`config.mk`:
```
export PLATFORM = sky130hd
export DESIGN_NAME = debug_unit
export DESIGN_NICKNAME = d
export VERILOG_FILES = /design/src/hw/debug_pkg.sv /design/src/hw/debug_if.sv /design/src/hw/debug_command_decoder.sv /design/src/hw/debug_capture_buffer.sv /design/src/hw/debug_response_framer.sv /design/src/hw/debug_unit.sv
export SDC_FILE = /design/constraint.sdc
export NUM_CORES = 1
export LEC_CHECK = 0
export BUFFER_PORTS_ARGS = -buffer_cell sky130_fd_sc_hd__buf_4
export CAP_MARGIN = 20
export CELL_PAD_IN_SITES_DETAIL_PLACEMENT = 1
export CELL_PAD_IN_SITES_GLOBAL_PLACEMENT = 2
export CORE_MARGIN = 4
export CORE_UTILIZATION = 33
export CTS_CLUSTER_SIZE = 16
export DETAILED_ROUTE_END_ITERATION = 10
export GPL_ROUTABILITY_DRIVEN = 0
export HOLD_SLACK_MARGIN = 0.02
export PLACE_DENSITY = 0.9
export SETUP_SLACK_MARGIN = 0.2
export SYNTH_ARGS = -nofsm -noshare
export SYNTH_HDL_FRONTEND = slang
export SYNTH_HIERARCHICAL = 1
export SYNTH_SLANG_ARGS = --single-unit
```
`constraint.sdc`:
```
create_clock -name i_clock -period 3 [get_ports i_clock]
set_input_delay 0.45 -clock i_clock [delete_from_list [all_inputs] [get_ports i_clock]]
set_output_delay 0.45 -clock i_clock [all_outputs]
set_load 0.005 [all_outputs]
```
`src/hw/debug_pkg.sv`:
```
// debug unit shared definitions
`default_nettype none

package debug_pkg;

   // frame layout, MSB first: opcode | valid | request type | data
   localparam int NB_FRAME    = 32;
   localparam int NB_OPCODE   = 6;
   localparam int NB_REQ_TYPE = 9;
   localparam int NB_DATA     = 16;
   localparam int VALID_POS   = NB_DATA + NB_REQ_TYPE;

   localparam int NB_SELECT   = 6;
   localparam int NB_WE       = 4;
   localparam int NB_REG_NUM  = 5;

   typedef logic [NB_FRAME-1:0]  frame_t;
   typedef logic [NB_SELECT-1:0] select_t;
   typedef logic [NB_WE-1:0]     we_t;

   // host commands
   typedef enum logic [NB_OPCODE-1:0] {
      START          = 6'b000001,
      RESET          = 6'b000010,
      REQ_DATA       = 6'b000011,
      LOAD_INSTR_LSB = 6'b000100,
      LOAD_INSTR_MSB = 6'b000101,
      MODE_GET       = 6'b001000,
      MODE_SET_CONT  = 6'b001001,
      MODE_SET_STEP  = 6'b001010,
      STEP           = 6'b100000,
      GOT_DATA       = 6'b100100,
      GIB_DATA       = 6'b100101
   } opcode_e;

   // what the core should stream back
   typedef enum logic [NB_REQ_TYPE-1:0] {
      REQ_MEM_DATA         = 9'b000000001,
      REQ_MEM_INSTR        = 9'b000000010,
      REQ_REG              = 9'b000000100,
      REQ_REG_PC           = 9'b000000101,
      REQ_LATCH_FETCH_DATA = 9'b000001000,
      REQ_LATCH_FETCH_CTRL = 9'b000001001,
      REQ_LATCH_DECO_DATA  = 9'b000010000,
      REQ_LATCH_DECO_CTRL  = 9'b000010001,
      REQ_LATCH_EXEC_DATA  = 9'b000100000,
      REQ_LATCH_EXEC_CTRL  = 9'b000100001,
      REQ_LATCH_MEM_DATA   = 9'b001000000,
      REQ_LATCH_MEM_CTRL   = 9'b001000001
   } req_type_e;

   // select codes seen by the core, registers use 0 + reg number
   localparam select_t SEL_NONE           = 6'b111111;
   localparam select_t SEL_MEM_DATA       = 6'b100000;
   localparam select_t SEL_MEM_INSTR      = 6'b100001;
   localparam select_t SEL_PC             = 6'b100010;
   localparam select_t SEL_FETCH_DATA     = 6'b100100;
   localparam select_t SEL_FETCH_CTRL     = 6'b100101;
   localparam select_t SEL_DECO_DATA      = 6'b100110;
   localparam select_t SEL_DECO_CTRL      = 6'b100111;
   localparam select_t SEL_EXEC_DATA      = 6'b101000;
   localparam select_t SEL_EXEC_CTRL      = 6'b101001;
   localparam select_t SEL_MEM_LATCH_DATA = 6'b101010;
   localparam select_t SEL_MEM_LATCH_CTRL = 6'b101011;

   // instruction memory byte enables
   localparam we_t WE_NONE = 4'b0000;
   localparam we_t WE_LSB  = 4'b0011;
   localparam we_t WE_MSB  = 4'b1100;

   // replies to the host
   localparam frame_t REPLY_OK        = {6'b000011, 26'd0};
   localparam frame_t REPLY_NOK       = {6'b000010, 26'd0};
   localparam frame_t REPLY_EOP       = {6'b000100, 26'd0};
   localparam frame_t REPLY_IDLE      = '1;
   localparam frame_t REPLY_MODE_CONT = {MODE_SET_CONT, 26'd0};
   localparam frame_t REPLY_MODE_STEP = {MODE_SET_STEP, 26'd0};

   // capture buffer
   localparam int BUFFER_WORDS = 3;
   localparam int NB_COUNT     = 2;

endpackage

`default_nettype wire

```
`src/hw/debug_if.sv`:
```
// debug unit internal buses
`default_nettype none

// decoded command, shared by buffer and framer
interface debug_cmd_if;

   logic                strobe;
   debug_pkg::opcode_e  opcode;
   logic                step_mode;

   modport source (
      output strobe,
      output opcode,
      output step_mode
   );

   modport sink (
      input strobe,
      input opcode,
      input step_mode
   );

endinterface

// capture buffer state toward the framer
interface capture_if;

   debug_pkg::frame_t                   word;
   logic                                has_word;
   logic                                capturing;
   logic [debug_pkg::NB_COUNT-1:0]      count;

   modport source (
      output word,
      output has_word,
      output capturing,
      output count
   );

   modport sink (
      input word,
      input has_word,
      input capturing,
      input count
   );

endinterface

`default_nettype wire

```
`src/hw/debug_command_decoder.sv`:
```
// host command decoder
`default_nettype none

module debug_command_decoder (
   input  wire                                 i_clock,
   input  wire                                 i_reset,
   input  wire debug_pkg::frame_t              i_frame_from_host,
   debug_cmd_if.source                         cmd,
   output logic                                o_mips_reset,
   output logic                                o_mips_valid,
   output logic [debug_pkg::NB_FRAME-1:0]      o_instr_data,
   output logic [debug_pkg::NB_DATA-1:0]       o_instr_addr,
   output debug_pkg::we_t                      o_instr_mem_we,
   output logic [debug_pkg::NB_DATA-1:0]       o_mem_addr,
   output debug_pkg::select_t                  o_request_select
);

   debug_pkg::opcode_e                    opcode;
   debug_pkg::req_type_e                  req_type;
   logic [debug_pkg::NB_DATA-1:0]         data;
   logic                                  valid;
   logic                                  valid_d;
   logic                                  strobe;
   logic                                  run;
   logic                                  step_mode;
   debug_pkg::select_t                    type_select;

   // frame fields
   assign opcode = debug_pkg::opcode_e'(
      i_frame_from_host[debug_pkg::NB_FRAME-1 -: debug_pkg::NB_OPCODE]);
   assign valid = i_frame_from_host[debug_pkg::VALID_POS];
   assign req_type = debug_pkg::req_type_e'(
      i_frame_from_host[debug_pkg::NB_DATA +: debug_pkg::NB_REQ_TYPE]);
   assign data = i_frame_from_host[debug_pkg::NB_DATA-1:0];

   // a command acts once, on the rising edge of its valid bit
   always_ff @(posedge i_clock) begin
      if (i_reset) begin
         valid_d <= 1'b0;
      end else begin
         valid_d <= valid;
      end
   end

   assign strobe = valid & ~valid_d;

   // run and mode flags
   always_ff @(posedge i_clock) begin
      if (i_reset) begin
         run       <= 1'b0;
         step_mode <= 1'b0;
      end else if (strobe) begin
         if (opcode == debug_pkg::START) begin
            run <= 1'b1;
         end
         if (opcode == debug_pkg::MODE_SET_STEP) begin
            step_mode <= 1'b1;
         end else if (opcode == debug_pkg::MODE_SET_CONT) begin
            step_mode <= 1'b0;
         end
      end
   end

   assign cmd.strobe    = strobe;
   assign cmd.opcode    = opcode;
   assign cmd.step_mode = step_mode;

   // step mode only lets the core advance on a STEP command
   assign o_mips_valid = step_mode ? (strobe && opcode == debug_pkg::STEP && run) : run;
   assign o_mips_reset = strobe && opcode == debug_pkg::RESET;

   // instruction memory load, half word at a time
   always_comb begin
      o_instr_mem_we = debug_pkg::WE_NONE;
      if (strobe && opcode == debug_pkg::LOAD_INSTR_LSB) begin
         o_instr_mem_we = debug_pkg::WE_LSB;
      end else if (strobe && opcode == debug_pkg::LOAD_INSTR_MSB) begin
         o_instr_mem_we = debug_pkg::WE_MSB;
      end
   end

   assign o_instr_data = (opcode == debug_pkg::LOAD_INSTR_MSB) ?
                         {data, {debug_pkg::NB_DATA{1'b0}}} :
                         {{debug_pkg::NB_DATA{1'b0}}, data};
   assign o_instr_addr = {{(debug_pkg::NB_DATA-debug_pkg::NB_REQ_TYPE){1'b0}}, req_type};
   assign o_mem_addr   = data;

   // request type to select code
   always_comb begin
      case (req_type)
         debug_pkg::REQ_MEM_DATA:         type_select = debug_pkg::SEL_MEM_DATA;
         debug_pkg::REQ_MEM_INSTR:        type_select = debug_pkg::SEL_MEM_INSTR;
         debug_pkg::REQ_REG:              type_select = {1'b0, data[debug_pkg::NB_REG_NUM-1:0]};
         debug_pkg::REQ_REG_PC:           type_select = debug_pkg::SEL_PC;
         debug_pkg::REQ_LATCH_FETCH_DATA: type_select = debug_pkg::SEL_FETCH_DATA;
         debug_pkg::REQ_LATCH_FETCH_CTRL: type_select = debug_pkg::SEL_FETCH_CTRL;
         debug_pkg::REQ_LATCH_DECO_DATA:  type_select = debug_pkg::SEL_DECO_DATA;
         debug_pkg::REQ_LATCH_DECO_CTRL:  type_select = debug_pkg::SEL_DECO_CTRL;
         debug_pkg::REQ_LATCH_EXEC_DATA:  type_select = debug_pkg::SEL_EXEC_DATA;
         debug_pkg::REQ_LATCH_EXEC_CTRL:  type_select = debug_pkg::SEL_EXEC_CTRL;
         debug_pkg::REQ_LATCH_MEM_DATA:   type_select = debug_pkg::SEL_MEM_LATCH_DATA;
         debug_pkg::REQ_LATCH_MEM_CTRL:   type_select = debug_pkg::SEL_MEM_LATCH_CTRL;
         default:                         type_select = debug_pkg::SEL_NONE;
      endcase
   end

   assign o_request_select = (strobe && opcode == debug_pkg::REQ_DATA) ?
                             type_select : debug_pkg::SEL_NONE;

endmodule

`default_nettype wire

```
`src/hw/debug_capture_buffer.sv`:
```
// core stream capture buffer
`default_nettype none

module debug_capture_buffer (
   input  wire                     i_clock,
   input  wire                     i_reset,
   input  wire debug_pkg::frame_t  i_frame_from_mips,
   input  wire                     i_eod,
   debug_cmd_if.sink               cmd,
   capture_if.source               cap
);

   debug_pkg::frame_t                  mem [debug_pkg::BUFFER_WORDS];
   logic [debug_pkg::NB_COUNT-1:0]     count;
   logic [debug_pkg::NB_COUNT-1:0]     rd_ptr;
   logic                               capturing;
   logic                               has_word;
   logic                               store;

   assign has_word = rd_ptr < count;
   assign store    = capturing && !i_eod;

   // capture control, restarted by every data request
   always_ff @(posedge i_clock) begin
      if (i_reset) begin
         capturing <= 1'b0;
         count     <= '0;
      end else if (cmd.strobe && cmd.opcode == debug_pkg::REQ_DATA) begin
         capturing <= 1'b1;
         count     <= '0;
      end else if (capturing) begin
         if (i_eod) begin
            capturing <= 1'b0;
         end else begin
            count <= count + 1'b1;
            // last free slot
            if (count == debug_pkg::NB_COUNT'(debug_pkg::BUFFER_WORDS - 1)) begin
               capturing <= 1'b0;
            end
         end
      end
   end

   // one stored word per cycle at the slot of the count
   always_ff @(posedge i_clock) begin
      if (store) begin
         mem[count] <= i_frame_from_mips;
      end
   end

   // read pointer toward the host
   always_ff @(posedge i_clock) begin
      if (i_reset) begin
         rd_ptr <= '0;
      end else if (cmd.strobe && cmd.opcode == debug_pkg::REQ_DATA) begin
         rd_ptr <= '0;
      end else if (cmd.strobe && cmd.opcode == debug_pkg::GIB_DATA && has_word) begin
         rd_ptr <= rd_ptr + 1'b1;
      end
   end

   assign cap.word      = has_word ? mem[rd_ptr] : '0;
   assign cap.has_word  = has_word;
   assign cap.capturing = capturing;
   assign cap.count     = count;

   // the host never reads past the captured words
   a_read_in_count: assert property (@(posedge i_clock) disable iff (i_reset)
      rd_ptr <= count);

endmodule

`default_nettype wire

```
`src/hw/debug_response_framer.sv`:
```
// host reply framer
`default_nettype none

module debug_response_framer (
   input  wire                  i_clock,
   input  wire                  i_reset,
   input  wire                  i_eop,
   debug_cmd_if.sink            cmd,
   capture_if.sink              cap,
   output debug_pkg::frame_t    o_frame_to_host
);

   debug_pkg::frame_t reply;

   // reply priority: data status, data word, mode, end of program
   always_comb begin
      if (cmd.opcode == debug_pkg::GOT_DATA) begin
         reply = cap.has_word ? debug_pkg::REPLY_OK : debug_pkg::REPLY_NOK;
      end else if (cmd.opcode == debug_pkg::GIB_DATA && cap.has_word) begin
         reply = cap.word;
      end else if (cmd.opcode == debug_pkg::MODE_GET) begin
         reply = cmd.step_mode ? debug_pkg::REPLY_MODE_STEP : debug_pkg::REPLY_MODE_CONT;
      end else if (i_eop) begin
         reply = debug_pkg::REPLY_EOP;
      end else begin
         reply = debug_pkg::REPLY_IDLE;
      end
   end

   // held between commands
   always_ff @(posedge i_clock) begin
      if (i_reset) begin
         o_frame_to_host <= '0;
      end else if (cmd.strobe) begin
         o_frame_to_host <= reply;
      end
   end

   // a running capture always has a free slot left
   a_capture_room: assert property (@(posedge i_clock) disable iff (i_reset)
      cap.capturing |-> cap.count < debug_pkg::NB_COUNT'(debug_pkg::BUFFER_WORDS));

endmodule

`default_nettype wire

```
`src/hw/debug_unit.sv`:
```
// MIPS debug unit top level
`default_nettype none

module debug_unit (
   input  wire                                 i_clock,
   input  wire                                 i_reset,
   input  wire debug_pkg::frame_t              i_frame_from_host,
   input  wire debug_pkg::frame_t              i_frame_from_mips,
   input  wire                                 i_eod,
   input  wire                                 i_eop,
   output debug_pkg::frame_t                   o_frame_to_host,
   output logic                                o_mips_reset,
   output logic                                o_mips_valid,
   output logic [debug_pkg::NB_FRAME-1:0]      o_instr_data,
   output logic [debug_pkg::NB_DATA-1:0]       o_instr_addr,
   output debug_pkg::we_t                      o_instr_mem_we,
   output logic [debug_pkg::NB_DATA-1:0]       o_mem_addr,
   output debug_pkg::select_t                  o_request_select
);

   debug_cmd_if cmd_bus ();
   capture_if   cap_bus ();

   // host frames in, core controls out
   debug_command_decoder u_decoder (
      .i_clock           (i_clock),
      .i_reset           (i_reset),
      .i_frame_from_host (i_frame_from_host),
      .cmd               (cmd_bus.source),
      .o_mips_reset      (o_mips_reset),
      .o_mips_valid      (o_mips_valid),
      .o_instr_data      (o_instr_data),
      .o_instr_addr      (o_instr_addr),
      .o_instr_mem_we    (o_instr_mem_we),
      .o_mem_addr        (o_mem_addr),
      .o_request_select  (o_request_select)
   );

   // words streamed back by the core
   debug_capture_buffer u_buffer (
      .i_clock           (i_clock),
      .i_reset           (i_reset),
      .i_frame_from_mips (i_frame_from_mips),
      .i_eod             (i_eod),
      .cmd               (cmd_bus.sink),
      .cap               (cap_bus.source)
   );

   debug_response_framer u_framer (
      .i_clock           (i_clock),
      .i_reset           (i_reset),
      .i_eop             (i_eop),
      .cmd               (cmd_bus.sink),
      .cap               (cap_bus.sink),
      .o_frame_to_host   (o_frame_to_host)
   );

endmodule

`default_nettype wire

```
; ---- Word-level counts from Yosys, hierarchy flattened
; Memory sizes are Yosys's and may differ from the RTL's. A register that Yosys moved wholly into a read port is not among the register bits.
; Index checks and enable logic that the tools add are counted.
[word_totals]
ram_bits = 96
register_bits = 40
wordCells = 77
in_bits = 68
out_inout_bits = 108
memories = 1
[memory_table]
columns = name, depth, width, read_ports, rd_clocked_by_memory_dff, wr, line
row1 = u_buffer.mem, 3, 32, 1, 1, 1, debug_capture_buffer.sv:13  ; debug_pkg::frame_t mem [debug_pkg::BUFFER_WORDS];
[classes]
add_sub_neg = 2
n_eq_ne = 24
n_reduce_logical = 16
muxes = 23
n_bitwise = 3
magnitude_cmp = 1
[ops]
columns = operator, n
row1 = 32-bit 2-to-1 mux, 6
row2 = 6-bit case mux with 12 select lines, 1
row3 = 28-bit 2-to-1 mux, 1
row4 = 27-bit 2-to-1 mux, 1
row5 = 6-bit by 4-bit equality test with 1-bit output (second input constant), 3
row6 = 6-bit equality test (second input constant), 3
row7 = 9-bit by 3-bit equality test with 1-bit output (second input constant), 2
row8 = 9-bit by 4-bit equality test with 1-bit output (second input constant), 2
row9 = 9-bit by 5-bit equality test with 1-bit output (second input constant), 2
row10 = 9-bit by 6-bit equality test with 1-bit output (second input constant), 2
row11 = 9-bit by 7-bit equality test with 1-bit output (second input constant), 2
row12 = 6-bit by 2-bit equality test with 1-bit output (second input constant), 2
row13 = 6-bit by 3-bit equality test with 1-bit output (second input constant), 2
row14 = 1-bit logical AND, 10
row15 = 9-bit by 1-bit equality test with 1-bit output (second input constant), 1
row16 = 9-bit by 2-bit equality test with 1-bit output (second input constant), 1
row17 = 1-bit 2-to-1 mux, 9
row18 = 4-bit 2-to-1 mux, 2
row19 = 6-bit by 1-bit equality test with 1-bit output (second input constant), 1
row20 = 6-bit 2-to-1 mux, 1
row21 = 2-bit AND reduction, 3
row22 = 2-bit by 1-bit adder with 2-bit output (second input constant), 2
row23 = 2-bit 2-to-1 mux, 2
row24 = 2-bit equality test (second input constant), 1
row25 = 6 further kinds, 7

; ---- Depth between registers and ports, before layout
; Gate-level depths: netlist (run 1).
[depth]
depth_word = 6
depth_mapped = 12
ltp_nobuf = 8

; ---- Hierarchy
; The synthesis (run 1) kept the hierarchy.
[modules_own_cells]
columns = mod, n_inst, seq_area_each_um2, area_per_inst_um2, cells_per_inst
row1 = debug_capture_buffer, 1, 3022.9, 4066.4, 281
row2 = debug_response_framer, 1, 640.6, 1325.0, 163
row3 = debug_command_decoder, 1, 60.1, 1027.2, 145

; ---- Worst setup path before layout (run 1)
; No wires, ideal clock.
[synth_timing]
path_kind = input to output
from = in i_frame_from_host[21]
to = out o_request_select[0]
required_ns = 2.550
path_slack_ns = 0.701
path_buffers = 1
t_arrival_ns = 1.849
path_stages = 5
cell_sequence = buf_2 a211o_1 or4_4 a2111oi_4 o221ai_1
[synth_via]
elab_chain_cells = 3
elab_cells_between_ends = 14
classes_between = 12 x eq/ne / 2 x mux
[synth_lines]
columns = item, line
row1 = "start, declared", debug_unit.sv:7  ; input wire debug_pkg::frame_t i_frame_from_host,
row2 = 9-bit by 7-bit equality test with 1-bit output (tied with other cells), debug_command_decoder.sv:90  ; case (req_type)
row3 = 6-bit case mux with 12 select lines (*), debug_command_decoder.sv:90
row4 = 6-bit 2-to-1 mux (*), debug_command_decoder.sv:107  ; assign o_request_select = (strobe && opcode == debug_pkg::REQ_DATA) ?
row5 = "end, declared", debug_unit.sv:18  ; output debug_pkg::select_t o_request_select
; Mark *: on every way between the ends. The rest lies on a longest branch, timed or not.

; ---- Worst setup path after layout (run 1)
[layout_timing]
from = reg u_decoder.valid_d
to = out o_request_select[0]
[layout_via]
elab_chain_cells = 4
[layout_lines]
columns = item, line
row1 = "start, declared", debug_command_decoder.sv:22  ; logic valid_d;
row2 = "start signal, assigned", debug_command_decoder.sv:41  ; valid_d <= valid;
row3 = 1-bit NOT, debug_command_decoder.sv:45  ; assign strobe = valid & ~valid_d;
row4 = 1-bit AND, debug_command_decoder.sv:45
row5 = 1-bit logical AND, debug_command_decoder.sv:107
row6 = 6-bit 2-to-1 mux, debug_command_decoder.sv:107
; No other way between the ends.

==> reports/qor.yml, run 1 <==
sta:
  fin_skew_ns: 0.006851
  fmax_mhz: 380.0
  final.setup.worst_slack_ns: 0.3681
  report.final.slew_viol_count: 0
  fin_crit_sh_pct: 87.73
  tightest_slew_ns: 0.7474
  whs_ns: 0.2282
  setup_viol: 0
  finalHoldViolCount: 0
  fin_tns_setup_ns: 0
  slew_headroom_pct: 50.17
  fin_crit_ns: 2.632
  rsz0062_at_grt: "false"
clock_network:
  root_buffer: "clkbuf_16"
  cts_tree: "yes"
  ctsHoldBuffers: 0
  clkSinkCount: 138
  cts_buffers: 17
  path_clk_slew_ns: 0.06
  clk_path_buf_depth: 2
  clock_latency_ns: 0.41
  htreeDepth: 4
floorplanning:
  die_w_um: 147.5
  ios: 176
  num_rows: 50
  die_h_um: 147.5
  die_area_um2: 21750
  design.core.area_um2: 18890
  start_util_pct: 33.97
worst_setup_path:
  slowest_stage: "nor4_1"
  cp-start-kind: "flop"
  rrSetupSlack_ns: 0.59
  reg2regPathDepth: 8
  worstSetupPathType: "flop to output pin"
  worstPathMaxFanout: 5
  critPathTopFamily: "simple AND/OR/NAND/NOR gates"
  arrival_ns: 2.18
  cp_cell_sequence: "nor4b_4 > nand4_1 > nor4_1 > buf_4 > o221ai_1 > buf_4"
  cp.depth: 6
  max_stage_delay_ns: 0.40
  end_kind: "output pin"
  cp_common_cell: "buf_4"
  cp_data_required_time_ns: 2.55
  cp.buffers_inverters: 2
drt:
  first_pass_iters: 4
  wl_per_cell_um: 17.26
  drtIter0Drc: 181
  drc_errors: 0
  detail-route-antenna-nets: 0
  vias_per_cell: 4.798
  drt_wl_total_um: 17220
  dr_total_vias: 4788
power:
  ir_worst_vdd_v: 0.0003855
  p_per_area_nw_per_um2: 527.4
  power.leakage_nw: 3.205
synthesis:
  syn_inst: 589
  ys.flop_type: "edfxtp_1"
  syn_area_per_cell_um2: 10.90
  synth-edff-count: 96
  yosys.area.top_type: "edfxtp_1"
  ys_seq_area_share_pct: 58.01
  ys_seq_elements: 138
  ys_top_cells_by_area: "edfxtp_1, dfxtp_1, nor2_1"
  ys_types: 58
  syn-cell-area_um2: 6419
  synth_top_area_share_pct: 44.91
  synth_warnings: 6
  synthArstFlopShare_pct: 0
grt:
  grtUsageTotal_pct: 16.00
  antenna_found_initial: 0
  grt_max_degree: 36
  grt_pass1_wl_um: 27410
  grt_pass1_vias: 5226
  overflow: 0
final_layout:
  drive_gt1_share_pct: 31.71
  stdcell_area_um2: 8278
  fin_util_pct: 43.81
  nNetsFinal: 797
  area_delta_synth_final_pct: 28.97
  antennaDiodeCount: 0
  mostFrequentLayoutCell: "buf_4"
  nFillCells: 2088
  final_cell_mix: "buf_4, nor2_1, edfxtp_1"
placement:
  pre_cts_ws_ns: 0.3599
  hpwl_um: 12050
  portBuffers: 168
  placed_area_um2: 7691
hold_path:
  hold_path_depth: 1
  hold_path.class: "input pin to flop"
flow_run:
  cap_violations: 0
run_status:
  status: "finished, final reports clean"
==> path summary, 6_finish.rpt <==
kind	startpoint	end
setup / recovery	u_decoder/valid_d	o_request_select[0]
hold / removal	i_frame_from_mips[19]	u_buffer/mem[0][19]
setup reg to reg	u_buffer/cap.count[1]	u_framer/o_frame_to_host[30]
hold reg to reg	u_framer/o_frame_to_host[1]	u_framer/o_frame_to_host[1]
==> registers in the layout, summed over array words and instances (netlist names), named ones only <==
name / cells
u_buffer/cap.count: 2
u_buffer/mem: 96
u_buffer/rd_ptr: 2
u_decoder/valid_d: 1
u_decoder/run: 1
u_framer/o_frame_to_host: 32
u_buffer/cap.capturing: 1
u_decoder/cmd.step_mode: 1
==> cells in the mapped netlist (all sizes together), types with 2 or more instances <==
cell and instances:
nor2 101, edfxtp 96, buf 52, nand2 44
dfxtp 42, a21oi 40, o21ai 38, mux2i 32
and2 21, nor2b 21, clkbuf 18, inv 9
nor3 7, nor4 7, nand2b 5, nor3b 5
xnor2 5, ha 4, or4 4, or3 3
and3 2, nand4b 2, nor4b 2, nor4bb 2
o211ai 2, o311ai 2, or4b 2
==> worst reg2reg max path, stage by stage (launching register included) <==
cell and delay (ns):
dfxtp_1 0.34, inv_1 0.09, ha_1 0.32, a21o_1 0.17, inv_1 0.11, nand2b_1 0.09, o21ai_0 0.23, nand3_2 0.55
o21ai_0 0.41
==> per-layer routing <==
| metal | track usage, % | vias up | share of wire, % |
|---|---|---|---|
| met5 | 0 | - | 0 |
| met4 | 4.986 | 0 | 1.1 |
| met3 | 5.089 | 14 | 6.9 |
| met2 | 29.03 | 149 | 51 |
| met1 | 17.88 | 2332 | 41 |
| li1 | - | 2293 | - |
==> power breakdown <==
part	switching, mW	total (mW)	internal [mW]	leakage [nW]
Clock	0.771	1.97	1.20	0.283
Sequential	0.0176	2.08	2.06	1.21
Combinational	0.147	0.314	0.167	1.71
==> logic make-up after synthesis <==
logic type / count (synthesis) / synth area share, %
other cells: 1 / 0.05842
mux: 33 / 5.166
flops: 138 / 58.01
xor+xnor: 6 / 0.8187
compound gates: 95 / 8.811
fa+ha+maj: 4 / 0.7798
simple gates: 233 / 18.42
buf+inv: 79 / 7.934
==> timing repair <==
action	CTS	global route
endpoints found under the setup margin	3	5
setup buffers	1	0
pin swaps	1	0
resized for setup	0	1
==> metrics by stage <==
step	cells	power [mW]
finish	998	4.365
global route	998	4.559
CTS	998	4.435
detailed placement	965	2.438
global placement	965	2.424
floorplan	595	2.252
==> final cells by class <==
class | count | area, um2 | share of cell area [%]
clock buffers | 24 | 513.0 | 6.197
clock inverters | 8 | 57.56 | 0.6953
inverters | 9 | 33.78 | 0.4081
multi-input cells | 378 | 2226 | 26.89
flip-flops and latches | 138 | 3726 | 45.01
well taps | 260 | 325.3 | 3.930
repair buffers | 181 | 1396 | 16.87
Power figures use the tool's default switching activity.
==> run 2: changes to the inputs <==
--- a/config.mk
+++ b/config.mk
@@ -9,7 +9,7 @@
 export CAP_MARGIN = 20
 export CELL_PAD_IN_SITES_DETAIL_PLACEMENT = 1
 export CELL_PAD_IN_SITES_GLOBAL_PLACEMENT = 2
-export CORE_MARGIN = 4
+export CORE_MARGIN = 8
 export CORE_UTILIZATION = 33
 export CTS_CLUSTER_SIZE = 16
 export DETAILED_ROUTE_END_ITERATION = 10
==> reports/qor.yml, run 2 (same netlist as run 1, synthesis figures left out) <==
run_status:
  status: "finished, final reports clean"
worst_setup_path:
  worstSetupPathType: "flop to output pin"
  arrival_ns: 2.18
  regToRegEndpoint: "u_framer/o_frame_to_host[8]"
  max_stage_delay_ns: 0.37
  startpoint: "u_decoder/valid_d"
  slowest_stage: "nor4b_4"
  cp_cell_sequence: "nor4b_4 > nand4_1 > buf_4 > nor4_1 > buf_4 > o221ai_1 > buf_4"
  worstPathMaxFanout: 5
  end_kind: "output pin"
  rrSetupSlack_ns: 0.66
  cp_common_cell: "buf_4"
  cp-start-kind: "flop"
  cp-endpoint: "o_request_select[0]"
  r2r-start: "u_buffer/cap.count[1]"
  reg2regPathDepth: 8
  cp_data_required_time_ns: 2.55
final_layout:
  largest_reg_flops: 96
  mostFrequentLayoutCell: "buf_4"
  top_register: "u_buffer/mem"
  drive_gt1_share_pct: 31.75
  final_cell_mix: "buf_4, nor2_1, edfxtp_1"
  antennaDiodeCount: 0
  area_delta_synth_final_pct: 28.44
  fin_util_pct: 42.78
  stdcell_area_um2: 8244
  multi_input_area_um2: 2226
  top_regs: "u_buffer/mem: 96 flops, u_framer/o_frame_to_host: 32 flops"
  nFillCells: 2170
  regArea_um2: 3726
  nNetsFinal: 796
power:
  ir_worst_vdd_v: 0.0003815
  p_per_area_nw_per_um2: 526.0
  pwr-share-seq_pct: 48.0
  p_clk_share_pct: 44.7
  swShare_pct: 21.70
  p_total_mw: 4.337
  power.switching_mw: 0.9412
  power.leakage_nw: 3.181
  p_int_mw: 3.395
  p_comb_share_pct: 7.3
clock_network:
  path_clk_slew_ns: 0.06
  clkSinkCount: 138
  cts_buffers: 17
  clock_latency_ns: 0.41
  htreeDepth: 4
  root_buffer: "clkbuf_16"
  cts_tree: "yes"
  clk_path_buf_depth: 2
drt:
  detail-route-antenna-nets: 0
  drt_wl_total_um: 17640
  dr_total_vias: 4747
  drc_errors: 0
  first_pass_iters: 4
  drtIter0Drc: 185
  wl_per_cell_um: 17.60
  vias_per_cell: 4.738
sta:
  setup_viol: 0
  fin_skew_ns: 0.01017
  fin_crit_sh_pct: 87.55
  report.final.slew_viol_count: 0
  tightest_slew_ns: 0.6511
  fin_tns_setup_ns: 0
  fmax_mhz: 380.7
  rsz0062_at_grt: "false"
  whs_ns: 0.2342
  slew_headroom_pct: 56.59
  fin_crit_ns: 2.626
  finalHoldViolCount: 0
floorplanning:
  ios: 176
  num_rows: 51
  die_h_um: 155.5
  design.core.area_um2: 19270
  die_w_um: 155.5
  start_util_pct: 33.31
  die_area_um2: 24170
grt:
  grt_max_degree: 35
  overflow: 0
  grt_pass1_wl_um: 27510
  antenna_found_initial: 0
  grtUsageTotal_pct: 14.49
  grt_pass1_vias: 5228
placement:
  placed_area_um2: 7665
  hpwl_um: 12780
  portBuffers: 168
hold_path:
  hold_path_depth: 1
  hold_path.class: "input pin to flop"
  min-delay-start: "i_frame_from_mips[16]"
flow_run:
  cap_violations: 0
run 2: worst min-delay path by stage:
stage | slack (ns) | endpoint
3_3_place_gp | 0.44 | u_framer/o_frame_to_host[28]
4_1_cts | 0.21 | u_buffer/mem[2][16]
6_report | 0.23 | u_buffer/mem[2][16]
5_1_grt | 0.21 | u_buffer/mem[0][12]
3_5_place_dp | 0.43 | u_framer/o_frame_to_host[28]
2_1_floorplan | 0.43 | u_decoder/run
run 2: cell type report:
class                           instances  area share [%]
Clock inverter                         13           1.457
Inverter                                9          0.4098
Sequential cell                       138           45.20
Timing Repair Buffer                  180           16.54
Clock buffer                           19           5.373
Multi-Input combinational cell        378           27.00
Tap cell                              265           4.022
run 2: what timing repair did:
action / CTS / global route
pin swaps: 0 / 1
hold buffers: 0 / 0
resized for setup: 1 / 0
endpoints found under the setup margin: 1 / 2
buffers inserted: 0 / 1
hold endpoints to repair: 0 / 0
run 2: power by group through the flow:
stage / sequential [mW] / clock (mW) / combinational [mW]
2_1_floorplan: 2.12 / 0 / 0.133
3_3_place_gp: 2.12 / 0 / 0.309
3_5_place_dp: 2.12 / 0 / 0.321
4_1_cts: 2.08 / 1.99 / 0.324
5_1_grt: 2.08 / 2.06 / 0.346
6_report: 2.08 / 1.94 / 0.317
run 2: worst max-delay path, delay by kind of cell, from the launching register on:
family	cells	cell delay, ns
buffers and inverters	3	0.52
flip-flops	1	0.33
AND/OR/NAND/NOR	3	0.78
AO/OA/AOI/OAI	1	0.13
run 2: metal layers:
layer | GRT usage (%) | routed length (um)
met1 | 15.35 | 7159
met2 | 26.68 | 8938
met3 | 4.549 | 1358
met4 | 4.852 | 182
met5 | 0 | 0
run 2: per-stage QoR:
step,worst slack [ns],std cells
6_report,0.3735,1002
4_1_cts,0.2882,1001
2_1_floorplan,0.7013,595
5_1_grt,0.2327,1002
3_5_place_dp,0.3313,969
3_3_place_gp,0.4494,969
==> run 3: changes to the inputs <==
--- a/config.mk
+++ b/config.mk
@@ -19,5 +19,4 @@
 export SETUP_SLACK_MARGIN = 0.2
 export SYNTH_ARGS = -nofsm -noshare
 export SYNTH_HDL_FRONTEND = slang
-export SYNTH_HIERARCHICAL = 1
 export SYNTH_SLANG_ARGS = --single-unit
==> reports/qor.yml, run 3 <==
final_layout:
  finalNonFillerCells: 924
  top_register: "u_buffer.mem"
  mostFrequentLayoutCell: "buf_4"
  drive_gt1_share_pct: 34.49
  largest_reg_flops: 96
  stdcell_area_um2: 8064
  final_cell_mix: "buf_4, edfxtp_1, nand2_1"
  area_delta_synth_final_pct: 30.86
  nNetsFinal: 749
  top_regs: "u_buffer.mem: 96 flops, u_framer.o_frame_to_host: 32 flops"
  antennaDiodeCount: 0
synthesis:
  syn_area_per_cell_um2: 11.48
  synthArstFlopShare_pct: 0
  syn-cell-area_um2: 6162
  ys_top_cells_by_count: "edfxtp_1, nand2_1, o21ai_0, dfxtp_1, buf_4"
  synth_top_area_share_pct: 46.78
  ys_seq_area_share_pct: 60.43
  ys_top_cells_by_area: "edfxtp_1, dfxtp_1, mux2i_1"
  ys_types: 50
  ys_seq_elements: 138
  synth-edff-count: 96
  syn_inst: 537
  ys.flop_type: "edfxtp_1"
  yosys.area.top_type: "edfxtp_1"
  synth_most_common_cell: "edfxtp_1"
  synth_warnings: 0
grt:
  overflow: 0
  antenna_found_initial: 0
  grt_pass1_wl_um: 26880
  grt_pass1_vias: 5063
  grtUsageTotal_pct: 14.73
  grt_max_degree: 34
clock_network:
  cts_tree: "yes"
  htreeDepth: 4
  root_buffer: "clkbuf_16"
  ctsHoldBuffers: 0
  post_cts_buffers: 0
  path_clk_slew_ns: 0.06
  clk_path_buf_depth: 2
  clock_latency_ns: 0.43
  cts_buffers: 17
  clkSinkCount: 138
placement:
  placed_cells: 892
  hpwl_um: 12330
  portBuffers: 168
  pre_cts_ws_ns: 0.3591
  placed_area_um2: 7505
worst_setup_path:
  cp_cell_sequence: "or4b_4 > nor2_4 > and4b_1 > o31ai_2 > a221o_1 > buf_4"
  worstPathMaxFanout: 4
  regToRegEndpoint: "u_framer.o_frame_to_host[27]"
  cp_data_required_time_ns: 2.55
  reg2regPathDepth: 6
  end_kind: "output pin"
  max_stage_delay_ns: 0.54
  r2r-start: "u_buffer.cap.count[1]"
  cp.buffers_inverters: 1
  worstSetupPathType: "flop to output pin"
  arrival_ns: 2.22
  slowest_stage: "or4b_4"
  rrSetupSlack_ns: 0.87
  critPathTopFamily: "simple AND/OR/NAND/NOR gates"
  cp-start-kind: "flop"
power:
  p_comb_share_pct: 7.4
  pwr-share-seq_pct: 47.9
  power.switching_mw: 0.9411
  ir_worst_vdd_v: 0.0002889
  power.leakage_nw: 2.987
  swShare_pct: 21.67
  p_per_area_nw_per_um2: 538.5
  p_clk_share_pct: 44.7
  p_int_mw: 3.401
drt:
  vias_per_cell: 4.829
  dr_total_vias: 4462
  drtIter0Drc: 166
  drc_errors: 0
  wl_per_cell_um: 18.26
  detail-route-antenna-nets: 0
  first_pass_iters: 4
  drt_wl_total_um: 16870
sta:
  fin_crit_ns: 2.671
  fmax_mhz: 374.4
  fin_tns_setup_ns: 0
  report.final.slew_viol_count: 0
  tightest_slew_ns: 0.5025
  fin_skew_ns: 0.01153
  setup_viol: 0
  finalHoldViolCount: 0
  slew_headroom_pct: 66.50
  final.setup.worst_slack_ns: 0.3289
  rsz0062_at_grt: "false"
  fin_crit_sh_pct: 89.04
floorplanning:
  design.core.area_um2: 18520
  num_rows: 50
  start_util_pct: 33.28
  die_h_um: 152.7
  ios: 176
  die_w_um: 152.7
  die_area_um2: 23300
hold_path:
  holdPathEnd: "u_buffer.mem[0][15]"
  hold_path_depth: 1
  hold_path.class: "input pin to flop"
  min-delay-start: "i_frame_from_mips[15]"
flow_run:
  cap_violations: 0
run_status:
  status: "finished, final reports clean"
==> run 3: stage by stage <==
stage,total power [mW],hold slack [ns],util (%)
after global placement,2.433,0.4342,40.53
after floorplan,2.249,0.4304,-
after detailed placement,2.446,0.4438,40.53
after global routing,4.487,0.2025,43.55
final,4.342,0.2175,43.55
after CTS,4.402,0.1960,43.52
==> run 3: area by class of cell <==
class	count	area, um2
fillers	2043	10450
well taps	234	292.8
clock inverters	13	101.3
inverters	3	11.26
flip-flops and latches	138	3726
multi-input cells	336	2071
clock buffers	19	452.9
repair buffers	181	1409
==> run 3: routing by layer <==
layer | share of wire, % | GRT usage (%)
met4 | 1.5 | 5.090
met5 | 0 | 0
met2 | 49 | 24.85
met1 | 41 | 16.16
met3 | 8.7 | 6.693
==> run 3: worst max path at each step <==
stage | to | cells past startpoint | slack [ns] | start
2_1_floorplan | o_request_select[0] | 6 | 0.75 | i_frame_from_host[30]
3_3_place_gp | o_request_select[2] | 8 | 0.46 | i_frame_from_host[30]
3_5_place_dp | o_request_select[0] | 7 | 0.36 | i_frame_from_host[24]
4_1_cts | o_request_select[0] | 6 | 0.25 | u_decoder.valid_d
5_1_grt | o_request_select[2] | 7 | 0.23 | u_decoder.valid_d
6_report | o_request_select[0] | 6 | 0.33 | u_decoder.valid_d
==> run 3: power by group through the flow <==
| stage | Clock, mW | Combinational (mW) | Sequential [mW] |
|---|---|---|---|
| 2_1_floorplan | 0 | 0.131 | 2.12 |
| 3_3_place_gp | 0 | 0.314 | 2.12 |
| 3_5_place_dp | 0 | 0.326 | 2.12 |
| 4_1_cts | 2.00 | 0.326 | 2.08 |
| 5_1_grt | 2.05 | 0.352 | 2.08 |
| 6_report | 1.94 | 0.320 | 2.08 |
==> run 3: cells by family (layout without fill, tap and decap cells) <==
kind of cell	count (synthesis)	after routing	synth area share, %
and+or+nand+nor	167	167	14.05
DFF	138	138	60.43
AOI/OAI and AO/OA	117	117	11.45
buffers and inverters	69	216	6.680
muxes	33	33	5.381
xor gates and xnor gates	8	8	1.137
adders and majority gates	4	4	0.8122
other	1	7	0.06086
==> run 3: timing repair <==
item / CTS / global route
gates resized for setup: 0 / 1
endpoints found under the hold margin: 0 / 0
endpoints found under the setup margin: 0 / 2
